File: src/rtl/core_pkg.sv
package core_pkg;

	// ##########################################################################
	// Instruction word
	// ##########################################################################

	typedef enum logic [6:0] {
		OPCODE_LOAD   = 7'b0000011,
		OPCODE_OP_IMM = 7'b0010011,
		OPCODE_AUIPC  = 7'b0010111,
		OPCODE_STORE  = 7'b0100011,
		OPCODE_OP     = 7'b0110011,
		OPCODE_LUI    = 7'b0110111,
		OPCODE_BRANCH = 7'b1100011,
		OPCODE_JALR   = 7'b1100111,
		OPCODE_JAL    = 7'b1101111,
		OPCODE_SYSTEM = 7'b1110011
	} opcode_t;

	// Each view lays its own fields over the same 32 bits.
	typedef union packed {
		struct packed {
			logic [6:0] funct7;
			logic [4:0] rs2;
			logic [4:0] rs1;
			logic [2:0] funct3;
			logic [4:0] rd;
			opcode_t    opcode;
		} common;
		struct packed {
			logic [11:0] imm;
			logic [4:0]  rs1;
			logic [2:0]  funct3;
			logic [4:0]  rd;
			opcode_t     opcode;
		} itype;
		struct packed {
			logic [6:0] imm_hi;
			logic [4:0] rs2;
			logic [4:0] rs1;
			logic [2:0] funct3;
			logic [4:0] imm_lo;
			opcode_t    opcode;
		} stype;
		struct packed {
			logic       imm_12;
			logic [5:0] imm_10_5;
			logic [4:0] rs2;
			logic [4:0] rs1;
			logic [2:0] funct3;
			logic [3:0] imm_4_1;
			logic       imm_11;
			opcode_t    opcode;
		} btype;
		struct packed {
			logic [19:0] imm;
			logic [4:0]  rd;
			opcode_t     opcode;
		} utype;
		struct packed {
			logic       imm_20;
			logic [9:0] imm_10_1;
			logic       imm_11;
			logic [7:0] imm_19_12;
			logic [4:0] rd;
			opcode_t    opcode;
		} jtype;
	} instr_t;

	// ##########################################################################
	// Selects and operations
	// ##########################################################################

	typedef enum logic [3:0] {
		ALU_ADD,
		ALU_SUB,
		ALU_AND,
		ALU_OR,
		ALU_XOR,
		ALU_SLT,
		ALU_SLTU,
		ALU_SLL,
		ALU_SRL,
		ALU_SRA,
		ALU_PASS2
	} alu_op_t;

	// Branch encodings follow funct3 so a branch can cast it directly.
	typedef enum logic [2:0] {
		CMP_EQ     = 3'b000,
		CMP_NE     = 3'b001,
		CMP_NEVER  = 3'b010,
		CMP_ALWAYS = 3'b011,
		CMP_LT     = 3'b100,
		CMP_GE     = 3'b101,
		CMP_LTU    = 3'b110,
		CMP_GEU    = 3'b111
	} cmp_op_t;

	typedef enum logic {
		ALU_IN1_SEL_REGFILE_OUT1,
		ALU_IN1_SEL_PC
	} alu_in1_sel_t;

	typedef enum logic [1:0] {
		ALU_IN2_SEL_REGFILE_OUT2,
		ALU_IN2_SEL_IMM,
		ALU_IN2_SEL_CSR_OUT
	} alu_in2_sel_t;

	typedef enum logic [1:0] {
		WR_SEL_ALU_OUT,
		WR_SEL_PC_4,
		WR_SEL_DMEM_RD_DATA
	} wr_sel_t;

	typedef enum logic [1:0] {
		BYPASS_NONE,
		BYPASS_EX,
		BYPASS_MEM,
		BYPASS_WB
	} bypass_t;

	typedef enum logic {
		NEXT_PC_SEL_PC_4,
		NEXT_PC_SEL_ALU_OUT
	} next_pc_sel_t;

	typedef struct packed {
		logic         regfile_we;
		alu_op_t      alu_op;
		alu_in1_sel_t alu_in1_sel;
		alu_in2_sel_t alu_in2_sel;
		cmp_op_t      cmp_op;
		wr_sel_t      wr_sel;
		logic         dmem_we;
		logic         dmem_re;
		logic         is_jump;
		logic         is_ecall;
	} decode_t;

	// ##########################################################################
	// Stage registers
	// ##########################################################################

	typedef struct packed {
		logic [31:0] pc;
		instr_t      instr;
		logic        valid;
	} pipeline_id_reg_t;

	typedef struct packed {
		logic [31:0] pc;
		logic [4:0]  rd;
		logic [31:0] rs1_data;
		logic [31:0] rs2_data;
		logic [31:0] imm;
		logic [31:0] csr_out;
		decode_t     dec;
		logic        valid;
	} pipeline_ex_reg_t;

	typedef struct packed {
		logic [31:0] pc;
		logic [4:0]  rd;
		logic        regfile_we;
		wr_sel_t     wr_sel;
		logic        dmem_we;
		logic        dmem_re;
		logic        is_ecall;
		logic [31:0] alu_out;
		logic [31:0] rs2_data;
		logic        taken;
		logic        valid;
	} pipeline_mem_reg_t;

	typedef struct packed {
		logic [31:0] pc;
		logic [4:0]  rd;
		logic        regfile_we;
		wr_sel_t     wr_sel;
		logic        is_ecall;
		logic [31:0] alu_out;
		logic [31:0] dmem_rdata;
		logic        taken;
		logic        valid;
	} pipeline_wb_reg_t;

	typedef struct packed {
		logic         pc_stall;
		logic         id_stall;
		logic         id_valid;
		logic         ex_valid;
		logic         mem_valid;
		bypass_t      bypass1;
		bypass_t      bypass2;
		next_pc_sel_t next_pc_sel;
		decode_t      decode_out;
	} pipeline_control_t;

endpackage

File: src/rtl/regfile.sv
`timescale 1ns/10ps

module regfile (
	input  logic        clk_i,
	input  logic [4:0]  rd_addr1_i,
	input  logic [4:0]  rd_addr2_i,
	input  logic [4:0]  wr_addr_i,
	input  logic [31:0] wr_data_i,
	input  logic        wr_en_i,
	output logic [31:0] rd_data1_o,
	output logic [31:0] rd_data2_o
);
	logic [31:0] regs [32];

	always_ff @(posedge clk_i) begin
		if (wr_en_i && wr_addr_i != 5'd0)
			regs[wr_addr_i] <= wr_data_i;
	end

	// x0 reads as zero.
	assign rd_data1_o = (rd_addr1_i == 5'd0) ? 32'd0 : regs[rd_addr1_i];
	assign rd_data2_o = (rd_addr2_i == 5'd0) ? 32'd0 : regs[rd_addr2_i];

endmodule

File: src/rtl/alu.sv
`timescale 1ns/10ps

module alu (
	input  core_pkg::alu_op_t alu_op_i,
	input  core_pkg::cmp_op_t cmp_op_i,
	input  logic [31:0]       in1_i,
	input  logic [31:0]       in2_i,
	input  logic [31:0]       a1_i,
	input  logic [31:0]       a2_i,
	output logic [31:0]       out_o,
	output logic              taken_o
);
	import core_pkg::*;

	logic [4:0] shamt;

	assign shamt = in2_i[4:0];

	always_comb begin
		case (alu_op_i)
			ALU_ADD:   out_o = in1_i + in2_i;
			ALU_SUB:   out_o = in1_i - in2_i;
			ALU_AND:   out_o = in1_i & in2_i;
			ALU_OR:    out_o = in1_i | in2_i;
			ALU_XOR:   out_o = in1_i ^ in2_i;
			ALU_SLT:   out_o = {31'd0, $signed(in1_i) < $signed(in2_i)};
			ALU_SLTU:  out_o = {31'd0, in1_i < in2_i};
			ALU_SLL:   out_o = in1_i << shamt;
			ALU_SRL:   out_o = in1_i >> shamt;
			ALU_SRA:   out_o = $signed(in1_i) >>> shamt;
			ALU_PASS2: out_o = in2_i;
			default:   out_o = 32'd0;
		endcase
	end

	// Branch condition on the register operands, not the ALU inputs.
	always_comb begin
		case (cmp_op_i)
			CMP_EQ:     taken_o = a1_i == a2_i;
			CMP_NE:     taken_o = a1_i != a2_i;
			CMP_LT:     taken_o = $signed(a1_i) < $signed(a2_i);
			CMP_GE:     taken_o = $signed(a1_i) >= $signed(a2_i);
			CMP_LTU:    taken_o = a1_i < a2_i;
			CMP_GEU:    taken_o = a1_i >= a2_i;
			CMP_ALWAYS: taken_o = 1'b1;
			default:    taken_o = 1'b0;
		endcase
	end

endmodule

File: src/rtl/immediate.sv
`timescale 1ns/10ps

module immediate (
	input  core_pkg::instr_t instr_i,
	output logic [31:0]      imm_o
);
	import core_pkg::*;

	always_comb begin
		case (instr_i.common.opcode)
			OPCODE_OP_IMM, OPCODE_JALR, OPCODE_LOAD, OPCODE_SYSTEM:
				imm_o = {{20{instr_i.itype.imm[11]}}, instr_i.itype.imm};
			OPCODE_STORE:
				imm_o = {{20{instr_i.stype.imm_hi[6]}}, instr_i.stype.imm_hi,
					instr_i.stype.imm_lo};
			OPCODE_BRANCH:
				imm_o = {{20{instr_i.btype.imm_12}}, instr_i.btype.imm_11,
					instr_i.btype.imm_10_5, instr_i.btype.imm_4_1, 1'b0};
			OPCODE_LUI, OPCODE_AUIPC:
				imm_o = {instr_i.utype.imm, 12'd0};
			OPCODE_JAL:
				imm_o = {{12{instr_i.jtype.imm_20}}, instr_i.jtype.imm_19_12,
					instr_i.jtype.imm_11, instr_i.jtype.imm_10_1, 1'b0};
			default:
				imm_o = 32'd0;
		endcase
	end

endmodule

File: src/rtl/csr.sv
`timescale 1ns/10ps

module csr (
	input  logic        clk_i,
	input  logic        reset_i,
	input  logic [11:0] rd_addr_i,
	input  logic        instret_i,
	output logic [31:0] rd_data_o
);
	logic [31:0] cycle_q;
	logic [31:0] instret_q;

	always_ff @(posedge clk_i) begin
		if (reset_i) begin
			cycle_q   <= 32'd0;
			instret_q <= 32'd0;
		end else begin
			cycle_q <= cycle_q + 32'd1;
			if (instret_i)
				instret_q <= instret_q + 32'd1;
		end
	end

	// User and machine views read the same counters.
	always_comb begin
		case (rd_addr_i)
			12'hC00, 12'hB00: rd_data_o = cycle_q;
			12'hC02, 12'hB02: rd_data_o = instret_q;
			default:          rd_data_o = 32'd0;
		endcase
	end

endmodule

File: src/rtl/control.sv
`timescale 1ns/10ps

module control (
	input  core_pkg::pipeline_id_reg_t  id_reg_i,
	input  core_pkg::pipeline_ex_reg_t  ex_reg_i,
	input  core_pkg::pipeline_mem_reg_t mem_reg_i,
	input  core_pkg::pipeline_wb_reg_t  wb_reg_i,
	output core_pkg::pipeline_control_t control_o
);
	import core_pkg::*;

	instr_t  instr;
	decode_t dec;
	logic    known;
	logic    uses_rs1;
	logic    uses_rs2;
	logic    flush;
	logic    halt;
	logic    load_use;

	function automatic alu_op_t alu_from_funct(input logic [2:0] funct3, input logic alt);
		case (funct3)
			3'b000:  return alt ? ALU_SUB : ALU_ADD;
			3'b001:  return ALU_SLL;
			3'b010:  return ALU_SLT;
			3'b011:  return ALU_SLTU;
			3'b100:  return ALU_XOR;
			3'b101:  return alt ? ALU_SRA : ALU_SRL;
			3'b110:  return ALU_OR;
			default: return ALU_AND;
		endcase
	endfunction

	// Youngest valid writer of rs wins.
	function automatic bypass_t pick_bypass(input logic [4:0] rs);
		if (rs == 5'd0)
			return BYPASS_NONE;
		if (ex_reg_i.valid && ex_reg_i.dec.regfile_we && ex_reg_i.rd == rs)
			return BYPASS_EX;
		if (mem_reg_i.valid && mem_reg_i.regfile_we && mem_reg_i.rd == rs)
			return BYPASS_MEM;
		if (wb_reg_i.valid && wb_reg_i.regfile_we && wb_reg_i.rd == rs)
			return BYPASS_WB;
		return BYPASS_NONE;
	endfunction

	function automatic logic reads_rd(input logic [4:0] rd);
		return rd != 5'd0 &&
			((uses_rs1 && rd == instr.common.rs1) || (uses_rs2 && rd == instr.common.rs2));
	endfunction

	assign instr = id_reg_i.instr;

	// ##########################################################################
	// Decode
	// ##########################################################################

	always_comb begin
		dec.regfile_we  = 1'b0;
		dec.alu_op      = ALU_ADD;
		dec.alu_in1_sel = ALU_IN1_SEL_REGFILE_OUT1;
		dec.alu_in2_sel = ALU_IN2_SEL_REGFILE_OUT2;
		dec.cmp_op      = CMP_NEVER;
		dec.wr_sel      = WR_SEL_ALU_OUT;
		dec.dmem_we     = 1'b0;
		dec.dmem_re     = 1'b0;
		dec.is_jump     = 1'b0;
		dec.is_ecall    = 1'b0;
		known           = 1'b1;
		case (instr.common.opcode)
			OPCODE_OP: begin
				dec.regfile_we = 1'b1;
				dec.alu_op     = alu_from_funct(instr.common.funct3, instr.common.funct7[5]);
			end
			OPCODE_OP_IMM: begin
				dec.regfile_we  = 1'b1;
				dec.alu_in2_sel = ALU_IN2_SEL_IMM;
				dec.alu_op      = alu_from_funct(instr.common.funct3,
					instr.common.funct3 == 3'b101 && instr.common.funct7[5]);
			end
			OPCODE_LUI: begin
				dec.regfile_we  = 1'b1;
				dec.alu_op      = ALU_PASS2;
				dec.alu_in2_sel = ALU_IN2_SEL_IMM;
			end
			OPCODE_AUIPC: begin
				dec.regfile_we  = 1'b1;
				dec.alu_in1_sel = ALU_IN1_SEL_PC;
				dec.alu_in2_sel = ALU_IN2_SEL_IMM;
			end
			OPCODE_JAL: begin
				dec.is_jump     = 1'b1;
				dec.alu_in1_sel = ALU_IN1_SEL_PC;
			end
			OPCODE_JALR:
				dec.is_jump = 1'b1;
			OPCODE_BRANCH: begin
				dec.alu_in1_sel = ALU_IN1_SEL_PC;
				dec.alu_in2_sel = ALU_IN2_SEL_IMM;
				dec.cmp_op      = cmp_op_t'(instr.btype.funct3);
				known           = instr.btype.funct3[2:1] != 2'b01;
			end
			OPCODE_LOAD: begin
				dec.regfile_we  = 1'b1;
				dec.alu_in2_sel = ALU_IN2_SEL_IMM;
				dec.dmem_re     = 1'b1;
				dec.wr_sel      = WR_SEL_DMEM_RD_DATA;
			end
			OPCODE_STORE: begin
				dec.alu_in2_sel = ALU_IN2_SEL_IMM;
				dec.dmem_we     = 1'b1;
			end
			OPCODE_SYSTEM: begin
				if (instr.itype.funct3 == 3'b000) begin
					dec.is_ecall = instr.itype.imm == 12'd0;
					known        = dec.is_ecall;
				end else begin
					// csrrs read only.
					dec.regfile_we  = 1'b1;
					dec.alu_op      = ALU_PASS2;
					dec.alu_in2_sel = ALU_IN2_SEL_CSR_OUT;
				end
			end
			default:
				known = 1'b0;
		endcase
		// Jumps add their offset and link pc+4.
		if (dec.is_jump) begin
			dec.regfile_we  = 1'b1;
			dec.alu_in2_sel = ALU_IN2_SEL_IMM;
			dec.cmp_op      = CMP_ALWAYS;
			dec.wr_sel      = WR_SEL_PC_4;
		end
	end

	assign uses_rs1 = !(instr.common.opcode inside {OPCODE_LUI, OPCODE_AUIPC, OPCODE_JAL});
	assign uses_rs2 = instr.common.opcode inside {OPCODE_OP, OPCODE_BRANCH, OPCODE_STORE};

	// ##########################################################################
	// Hazards
	// ##########################################################################

	assign flush = mem_reg_i.valid && mem_reg_i.taken;

	assign halt = (ex_reg_i.valid && ex_reg_i.dec.is_ecall) ||
		(mem_reg_i.valid && mem_reg_i.is_ecall) || (wb_reg_i.valid && wb_reg_i.is_ecall);

	// Load data is only forwarded from WB.
	assign load_use = id_reg_i.valid &&
		((ex_reg_i.valid && ex_reg_i.dec.dmem_re && reads_rd(ex_reg_i.rd)) ||
		(mem_reg_i.valid && mem_reg_i.dmem_re && reads_rd(mem_reg_i.rd)));

	always_comb begin
		control_o.pc_stall    = !flush && (halt || load_use);
		control_o.id_stall    = !flush && (halt || load_use);
		control_o.id_valid    = !flush;
		control_o.ex_valid    = !flush && !halt && !load_use && id_reg_i.valid && known;
		control_o.mem_valid   = !flush && ex_reg_i.valid;
		control_o.bypass1     = pick_bypass(instr.common.rs1);
		control_o.bypass2     = pick_bypass(instr.common.rs2);
		control_o.next_pc_sel = flush ? NEXT_PC_SEL_ALU_OUT : NEXT_PC_SEL_PC_4;
		control_o.decode_out  = dec;
	end

endmodule

File: src/rtl/datapath.sv
`timescale 1ns/10ps

module datapath #(
	parameter logic [31:0] RESET_PC = 32'h0001_0000
) (
	input  logic             clk_i,
	input  logic             reset_i,
	output logic [31:0]      imem_addr_o,
	input  core_pkg::instr_t imem_data_i,
	output logic [31:0]      dmem_addr_o,
	output logic [31:0]      dmem_wdata_o,
	output logic             dmem_we_o,
	input  logic [31:0]      dmem_rdata_i,
	output logic             halted_o
);
	import core_pkg::*;

	logic [31:0] pc;
	logic [31:0] next_pc;

	pipeline_id_reg_t  id_reg;
	pipeline_id_reg_t  next_id_reg;
	pipeline_ex_reg_t  ex_reg;
	pipeline_ex_reg_t  next_ex_reg;
	pipeline_mem_reg_t mem_reg;
	pipeline_mem_reg_t next_mem_reg;
	pipeline_wb_reg_t  wb_reg;
	pipeline_wb_reg_t  next_wb_reg;

	pipeline_control_t ctrl;

	logic [31:0] id_rf_out1;
	logic [31:0] id_rf_out2;
	logic [31:0] ex_alu_in1;
	logic [31:0] ex_alu_in2;
	logic [31:0] ex_alu_out;
	logic        ex_taken;
	logic [31:0] wb_wr_data;
	logic        halted;

	// Newest value of a source register, taken from the youngest stage that writes it.
	function automatic logic [31:0] bypass_mux(input bypass_t sel, input logic [31:0] rf_val);
		case (sel)
			BYPASS_EX:  return ex_alu_out;
			BYPASS_MEM: return mem_reg.alu_out;
			BYPASS_WB:  return wb_wr_data;
			default:    return rf_val;
		endcase
	endfunction

	control i_control (
		.id_reg_i (id_reg),
		.ex_reg_i (ex_reg),
		.mem_reg_i(mem_reg),
		.wb_reg_i (wb_reg),
		.control_o(ctrl)
	);

	// ##########################################################################
	// IF
	// ##########################################################################

	// jalr clears bit 0 of its target.
	assign next_pc = (ctrl.next_pc_sel == NEXT_PC_SEL_ALU_OUT) ?
		{mem_reg.alu_out[31:1], 1'b0} : pc + 32'd4;

	always_ff @(posedge clk_i) begin
		if (reset_i)
			pc <= RESET_PC;
		else if (!ctrl.pc_stall)
			pc <= next_pc;
	end

	assign imem_addr_o = pc;

	assign next_id_reg.pc    = pc;
	assign next_id_reg.instr = imem_data_i;
	assign next_id_reg.valid = ctrl.id_valid;

	// ##########################################################################
	// ID
	// ##########################################################################

	always_ff @(posedge clk_i) begin
		if (!ctrl.id_stall)
			id_reg <= next_id_reg;
		if (reset_i)
			id_reg.valid <= 1'b0;
	end

	regfile i_regfile (
		.clk_i     (clk_i),
		.rd_addr1_i(id_reg.instr.common.rs1),
		.rd_addr2_i(id_reg.instr.common.rs2),
		.wr_addr_i (wb_reg.rd),
		.wr_data_i (wb_wr_data),
		.wr_en_i   (wb_reg.valid && wb_reg.regfile_we),
		.rd_data1_o(id_rf_out1),
		.rd_data2_o(id_rf_out2)
	);

	// ecall is not counted as retired.
	csr i_csr (
		.clk_i    (clk_i),
		.reset_i  (reset_i),
		.rd_addr_i(id_reg.instr.itype.imm),
		.instret_i(wb_reg.valid && !wb_reg.is_ecall),
		.rd_data_o(next_ex_reg.csr_out)
	);

	immediate i_immediate (
		.instr_i(id_reg.instr),
		.imm_o  (next_ex_reg.imm)
	);

	always_comb begin
		next_ex_reg.pc       = id_reg.pc;
		next_ex_reg.rd       = id_reg.instr.common.rd;
		next_ex_reg.rs1_data = bypass_mux(ctrl.bypass1, id_rf_out1);
		next_ex_reg.rs2_data = bypass_mux(ctrl.bypass2, id_rf_out2);
		next_ex_reg.dec      = ctrl.decode_out;
		next_ex_reg.valid    = ctrl.ex_valid;
	end

	// ##########################################################################
	// EX
	// ##########################################################################

	always_ff @(posedge clk_i) begin
		ex_reg <= next_ex_reg;
		if (reset_i)
			ex_reg.valid <= 1'b0;
	end

	assign ex_alu_in1 = (ex_reg.dec.alu_in1_sel == ALU_IN1_SEL_PC) ? ex_reg.pc : ex_reg.rs1_data;

	always_comb begin
		case (ex_reg.dec.alu_in2_sel)
			ALU_IN2_SEL_IMM:     ex_alu_in2 = ex_reg.imm;
			ALU_IN2_SEL_CSR_OUT: ex_alu_in2 = ex_reg.csr_out;
			default:             ex_alu_in2 = ex_reg.rs2_data;
		endcase
	end

	alu i_alu (
		.alu_op_i(ex_reg.dec.alu_op),
		.cmp_op_i(ex_reg.dec.cmp_op),
		.in1_i   (ex_alu_in1),
		.in2_i   (ex_alu_in2),
		.a1_i    (ex_reg.rs1_data),
		.a2_i    (ex_reg.rs2_data),
		.out_o   (ex_alu_out),
		.taken_o (ex_taken)
	);

	always_comb begin
		next_mem_reg.pc         = ex_reg.pc;
		next_mem_reg.rd         = ex_reg.rd;
		next_mem_reg.regfile_we = ex_reg.dec.regfile_we;
		next_mem_reg.wr_sel     = ex_reg.dec.wr_sel;
		next_mem_reg.dmem_we    = ex_reg.dec.dmem_we;
		next_mem_reg.dmem_re    = ex_reg.dec.dmem_re;
		next_mem_reg.is_ecall   = ex_reg.dec.is_ecall;
		next_mem_reg.alu_out    = ex_alu_out;
		next_mem_reg.rs2_data   = ex_reg.rs2_data;
		next_mem_reg.taken      = ex_taken;
		next_mem_reg.valid      = ctrl.mem_valid;
	end

	// ##########################################################################
	// MEM
	// ##########################################################################

	always_ff @(posedge clk_i) begin
		mem_reg <= next_mem_reg;
		if (reset_i)
			mem_reg.valid <= 1'b0;
	end

	assign dmem_addr_o  = mem_reg.alu_out;
	assign dmem_wdata_o = mem_reg.rs2_data;
	assign dmem_we_o    = mem_reg.valid && mem_reg.dmem_we;

	always_comb begin
		next_wb_reg.pc         = mem_reg.pc;
		next_wb_reg.rd         = mem_reg.rd;
		next_wb_reg.regfile_we = mem_reg.regfile_we;
		next_wb_reg.wr_sel     = mem_reg.wr_sel;
		next_wb_reg.is_ecall   = mem_reg.is_ecall;
		next_wb_reg.alu_out    = mem_reg.alu_out;
		next_wb_reg.dmem_rdata = dmem_rdata_i;
		next_wb_reg.taken      = mem_reg.taken;
		next_wb_reg.valid      = mem_reg.valid;
	end

	// ##########################################################################
	// WB
	// ##########################################################################

	// The ecall stays parked in WB, which keeps the core halted.
	assign halted = wb_reg.valid && wb_reg.is_ecall;

	always_ff @(posedge clk_i) begin
		if (!halted)
			wb_reg <= next_wb_reg;
		if (reset_i)
			wb_reg.valid <= 1'b0;
	end

	always_comb begin
		case (wb_reg.wr_sel)
			WR_SEL_PC_4:         wb_wr_data = wb_reg.pc + 32'd4;
			WR_SEL_DMEM_RD_DATA: wb_wr_data = wb_reg.dmem_rdata;
			default:             wb_wr_data = wb_reg.alu_out;
		endcase
	end

	assign halted_o = halted;

endmodule

File: config.mk
export PLATFORM = sky130hd
export DESIGN_NAME = datapath
export DESIGN_NICKNAME = d
export VERILOG_FILES = /design/src/rtl/core_pkg.sv /design/src/rtl/regfile.sv /design/src/rtl/alu.sv /design/src/rtl/immediate.sv /design/src/rtl/csr.sv /design/src/rtl/control.sv /design/src/rtl/datapath.sv
export SDC_FILE = /design/constraint.sdc
export NUM_CORES = 2
export LEC_CHECK = 0
export ABC_AREA = 1
export BUFFER_PORTS_ARGS = -buffer_cell sky130_fd_sc_hd__buf_2
export CAP_MARGIN = 30
export CORE_ASPECT_RATIO = 0.75
export CORE_UTILIZATION = 45
export CTS_CLUSTER_SIZE = 12
export DETAILED_ROUTE_END_ITERATION = 12
export HOLD_SLACK_MARGIN = 0.02
export PLACE_DENSITY = 0.58
export SETUP_SLACK_MARGIN = 0.05
export SYNTH_ARGS = -nofsm -noshare
export SYNTH_HDL_FRONTEND = slang
export SYNTH_SLANG_ARGS = --single-unit
File: constraint.sdc
create_clock -name clk_i -period 9.6 [get_ports clk_i]
set_input_delay 0.48 -clock clk_i [delete_from_list [all_inputs] [get_ports clk_i]]
set_output_delay 0.48 -clock clk_i [all_outputs]
set_load 0.1 [all_outputs]
After elaboration in Yosys (flattened, before gate mapping)
Memory sizes are Yosys's and may differ from the RTL's. A register that Yosys moved wholly into a read port is not among the register bits. Index checks and enable logic that the tools add are counted.

Bits in registers: 558. Bits in writable memories: 1024. Input port bits: 66. Output and inout port bits: 98. Memories: 1.

Memory list: i_regfile.regs (depth 32, bits a word 32, rd ports 2, clocked after Yosys merged registers in 2, write ports 1, RTL line regfile.sv:13) `logic [31:0] regs [32];`.

Add/sub/neg operators: 6. Order comparisons: 6. Equality and inequality tests: 55. Shift operators: 3. Mux-type cells: 72. Bitwise gates (word level): 4. Reduce and logical (&&, ||, !) cells: 67.

Operator list (number): case mux 32 bit (11 select lines) (1); case mux 32 bit (2 select lines) (3); case mux 32 bit (3 select lines) (2); case mux 32 bit (5 select lines) (1); less-than comparator 32 bit (4); 2-to-1 mux 32 bit (4); adder 32 x 1 -> 32 bit, second input constant (2); adder 32 x 3 -> 32 bit, second input constant (2); greater-or-equal comparator 32 bit (2); case mux 4 bit (7 select lines) (2); equality test 12 bit, second input constant (4); 2-to-1 mux 2 bit (18); logical AND 1 bit (34); 2-to-1 mux 1 bit (33); adder 32 bit (1); AND 32 bit (1); equality test 32 bit (1); inequality test 32 bit (1); bitwise OR 32 bit (1); left shift 32 x 5 -> 32 bit (1); >> shifter 32 x 5 -> 32 bit (1); >>> shifter 32 x 5 -> 32 bit (1); subtractor 32 bit (1); bitwise XOR 32 bit (1); 37 further kinds (91).

Logic depth before layout (Yosys ltp)
Depth after elaboration: 15. Depth in mapped cells: 26.

By module
A second synthesis with hierarchy kept.

Cell total of the unflattened synthesis: 10906. Area total of the unflattened synthesis: 86470.4 um^2.

By module, submodules not included: regfile (instances 1, cells each 5975, area an instance 52110.0 um^2); datapath (instances 1, cells each 1769, area an instance 17875.9 um^2); alu (instances 1, cells each 2131, area an instance 10747.8 um^2); csr (instances 1, cells each 612, area an instance 3822.4 um^2); control (instances 1, cells each 216, area an instance 1028.5 um^2); immediate (instances 1, cells each 203, area an instance 885.8 um^2).

Least setup slack after synthesis
Ideal clock, no wire load.

Path kind: register to register. Start point: register wb_reg[66] in the netlist's numbering. End point: register id_reg[10] in the netlist's numbering (enable). Library setup time: 0.394 ns. Arrival time: 4.141 ns. Required time: 9.206 ns. Slack: 5.064 ns. Cell stages (with the launch flop): 7. Cells stage by stage: edfxtp_1 -> nand2_1 -> nand3_1 -> inv_1 -> nand2_2 -> nand2_4 -> buf_2.

Cells in the longest elaborated chain, start to end: 4.

RTL lines: start, declared (RTL line datapath.sv:27) `pipeline_wb_reg_t wb_reg;`; start signal, assigned (RTL line datapath.sv:205) `wb_reg <= next_wb_reg;`; logical AND 1 bit (RTL line control.sv:146) `(mem_reg_i.valid && mem_reg_i.is_ecall) || (wb_reg_i.valid && wb_reg_i.is_ecall);`; logical OR 1 bit (RTL line control.sv:146); logical OR 1 bit (RTL line control.sv:155) `control_o.id_stall = !flush && (halt || load_use);`; logical AND 1 bit (RTL line control.sv:155); end signal, assigned (RTL line datapath.sv:86) `id_reg <= next_id_reg;`; end, declared (RTL line datapath.sv:21) `pipeline_id_reg_t id_reg;`.

No other way between the ends. A chain may end at the register's enable or synchronous reset.

==> metrics.txt <==
clock network latency to the later pin of the worst-skew pair=850 ps; setup repair after global routing missed its margin=false; Setup crit end kind=register; Layout Area Growth over Synthesis=10.4%; Synth Warn #=0; share of total power in sequential cells=0.436; share of power burned in the clock network=0.316; sum of negative setup slack=0 ps; slew margin rel.=0.198; Fillers=17263; peak supply drop=176 uV; antenna violations before repair=30; post-CTS clock slew at the launch and capture registers of the worst setup and hold paths=60 ps; initial core utilization=0.454; floorplan die area=187000 sq um; die outline height=374 um; Die X-Extent=499 um; actual slew at the worst max-slew pin=1200 ps; mean number of vias per cell=6.31; number of buffers inserted for hold repair after clock tree synthesis=64; critical path launch point type=register; number of maximum-capacitance constraint violations=0; input/output buffers=162; core box area=183000 sq um; number of antenna-violating nets in the routed design=0; number of synthesized flops with an enable pin=1191; flip-flop count of the largest register after layout=1024; Async S/R FF share, synth=0; post-route design area=91800 sq um; share of synthesized area occupied by flip-flops and latches=0.525; final hold violation count=0; post-detailed-route wirelength per cell=30.8 um; H-tree levels=4; Std-Cell Rows=136; routability congestion estimate from global placement=1.08; number of global-route vias before repair=68710; Worst Setup Path Type=reg -> reg; area after detailed placement=86000 sq um; first-pass GRT wire length=521 mm; cts bufs inserted=165; Max Clk Rate=184 MHz; post-CTS setup buffers=0; dominant synthesized flop cell=sky130_fd_sc_hd__edfxtp_1; ratio of final minimum period to clock period=0.565; number of instances in the synthesized netlist=9683; final critical delay including setup and external delays=5420 ps; post-CTS sizing=0; net switching fraction of the power=0.365; switching power=7.26 mW; total routed wirelength=375 mm; Initial DRT Pass Iterations=9; count of unresolved DRC violations after routing=0; total clock sinks=1587; clock buffer depth=3; largest clock skew in the final design=52.6 ps; final setup violation count=0; first-iteration detailed-routing DRC count=12622; P per Cell Area=217 nW/um^2; netlist area before placement=83200 sq um; required time at the worst-slack endpoint=10290 ps; net total in the final layout=9828; CTS tree=done; internal power contribution=12.6 mW; global-route congestion overflow total=0; Pleak=35.0 nW; root buf cell=sky130_fd_sc_hd__clkbuf_16; via count=76814; path type of the worst min-delay path=in -> reg; fraction of layout cells with a size suffix above 1=0.0728; total routing resource utilization after global routing=0.392; run status=finished, final reports clean; arrival time of data at the critical path endpoint=6110 ps; synth unique cells=61; final standard cell utilization of the core=0.501; HPWL Detailed=249 mm; pin count of the biggest net entering global routing=204; worst-case register-to-register setup slack=4180 ps; post-synthesis register bit count=1587; final count of pins violating max slew=0; mean instance size in the synthesized netlist=8.59 sq um; Comb pwr share=0.248; top-level I/O count=164; Max FO, Critical Path=32
## layer usage
layer | vias to the layer above | global-route usage | part of all wire
li1 | 33671 | - | -
met1 | 37159 | 0.588 | 0.43
met2 | 5275 | 0.520 | 0.39
met3 | 703 | 0.122 | 0.14
met4 | 6 | 0.143 | 0.039
met5 | - | 0 | 0.000083
## final timing paths
check / startpoint / endpoint / cells after the start
worst max-delay path: ex_reg[10] / ex_reg[93] / 18
worst min-delay path: reset_i / imem_addr_o[19] / 3
worst max register to register: ex_reg[10] / ex_reg[93] / 18
worst min register to register: ex_reg[4] / mem_reg[68] / 0
## power groups by stage
stage                     Sequential, mW  Combinational (mW)  Clock (mW)
after floorplan                     8.53                2.91           0
after global placement              8.81                4.68           0
after detailed placement            8.80                4.72           0
after CTS                           8.66                4.75        6.35
after global routing                8.68                5.13        6.61
final                               8.68                4.93        6.30
## synth_stat cells, drive strengths merged, types with 34 or more instances
library cell	n	area [sq um]
a21oi	954	4770
a22oi	34	255
buf	342	1920
clkbuf	338	1270
dfxtp	396	7930
edfxtp	1191	35800
ha	143	1790
inv	1017	3820
nand2	1398	5270
nand3	1271	6390
nand4	81	507
nor2	566	2170
nor3	72	375
o211ai	249	1870
o21ai	1311	6630
o221ai	68	596
o22ai	46	288
## cell families after synthesis
logic type,synth area share
and+or+nand+nor,0.182
DFF,0.525
buffers and inverters,0.0845
xor gates and xnor gates,0.00453
other,0.0000451
adders and majority gates,0.0220
AOI/OAI and AO/OA,0.181
## critical path, cell delays in order (launching register included)
cell	delay (ps)
sky130_fd_sc_hd__dfxtp_1	340
sky130_fd_sc_hd__inv_1	60
sky130_fd_sc_hd__ha_1	390
sky130_fd_sc_hd__inv_2	520
sky130_fd_sc_hd__nand3_1	270
sky130_fd_sc_hd__o21ai_4	110
sky130_fd_sc_hd__buf_4	380
sky130_fd_sc_hd__inv_2	100
sky130_fd_sc_hd__ha_1	460
sky130_fd_sc_hd__nand2_1	190
sky130_fd_sc_hd__o21ai_0	710
sky130_fd_sc_hd__nand3_1	210
sky130_fd_sc_hd__nand3_1	480
sky130_fd_sc_hd__o211ai_1	170
sky130_fd_sc_hd__nand2_1	90
sky130_fd_sc_hd__and3_1	410
sky130_fd_sc_hd__nand2_1	180
sky130_fd_sc_hd__nand2_1	100
sky130_fd_sc_hd__nand3_1	90
## area by class of cell
class | instances | area (sq um) | area share
diodes | 15 | 37.5 | 0.000409
clock buffers | 245 | 4630 | 0.0504
repair buffers | 415 | 3070 | 0.0334
multi-input cells | 6424 | 33000 | 0.359
clock inverters | 50 | 522 | 0.00568
well taps | 2415 | 3020 | 0.0329
inverters | 1024 | 3870 | 0.0421
flip-flops and latches | 1587 | 43700 | 0.476
## cell usage in the layout (no fill, tap or decap), drive strengths merged, types with 47 or more instances in the layout
cell         synthesis  layout
nand4               81      81
nor3                72      72
nor2               566     566
dlygate4sd3          0      64
o211ai             249     249
clkinv               7      47
nand3             1271    1271
a21oi              954     954
buf                342     349
nand2             1398    1398
o221ai              68      68
o21ai             1311    1311
ha                 143     143
edfxtp            1191    1191
dfxtp              396     396
inv               1017    1022
clkbuf             338     247
## metrics by stage
| stage | std cells | power (mW) | setup WS, ps | hold WS (ps) |
|---|---|---|---|---|
| finish | 12175 | 19.9 | 4180 | 313 |
| global route | 12161 | 20.4 | 3950 | 310 |
| CTS | 12155 | 19.8 | 4390 | 252 |
| detailed placement | 11796 | 13.5 | 4440 | 313 |
| global placement | 11782 | 13.5 | 4140 | 313 |
| floorplan | 9715 | 11.4 | 5060 | 310 |
Note: power is estimated with default switching activity, not from simulation.
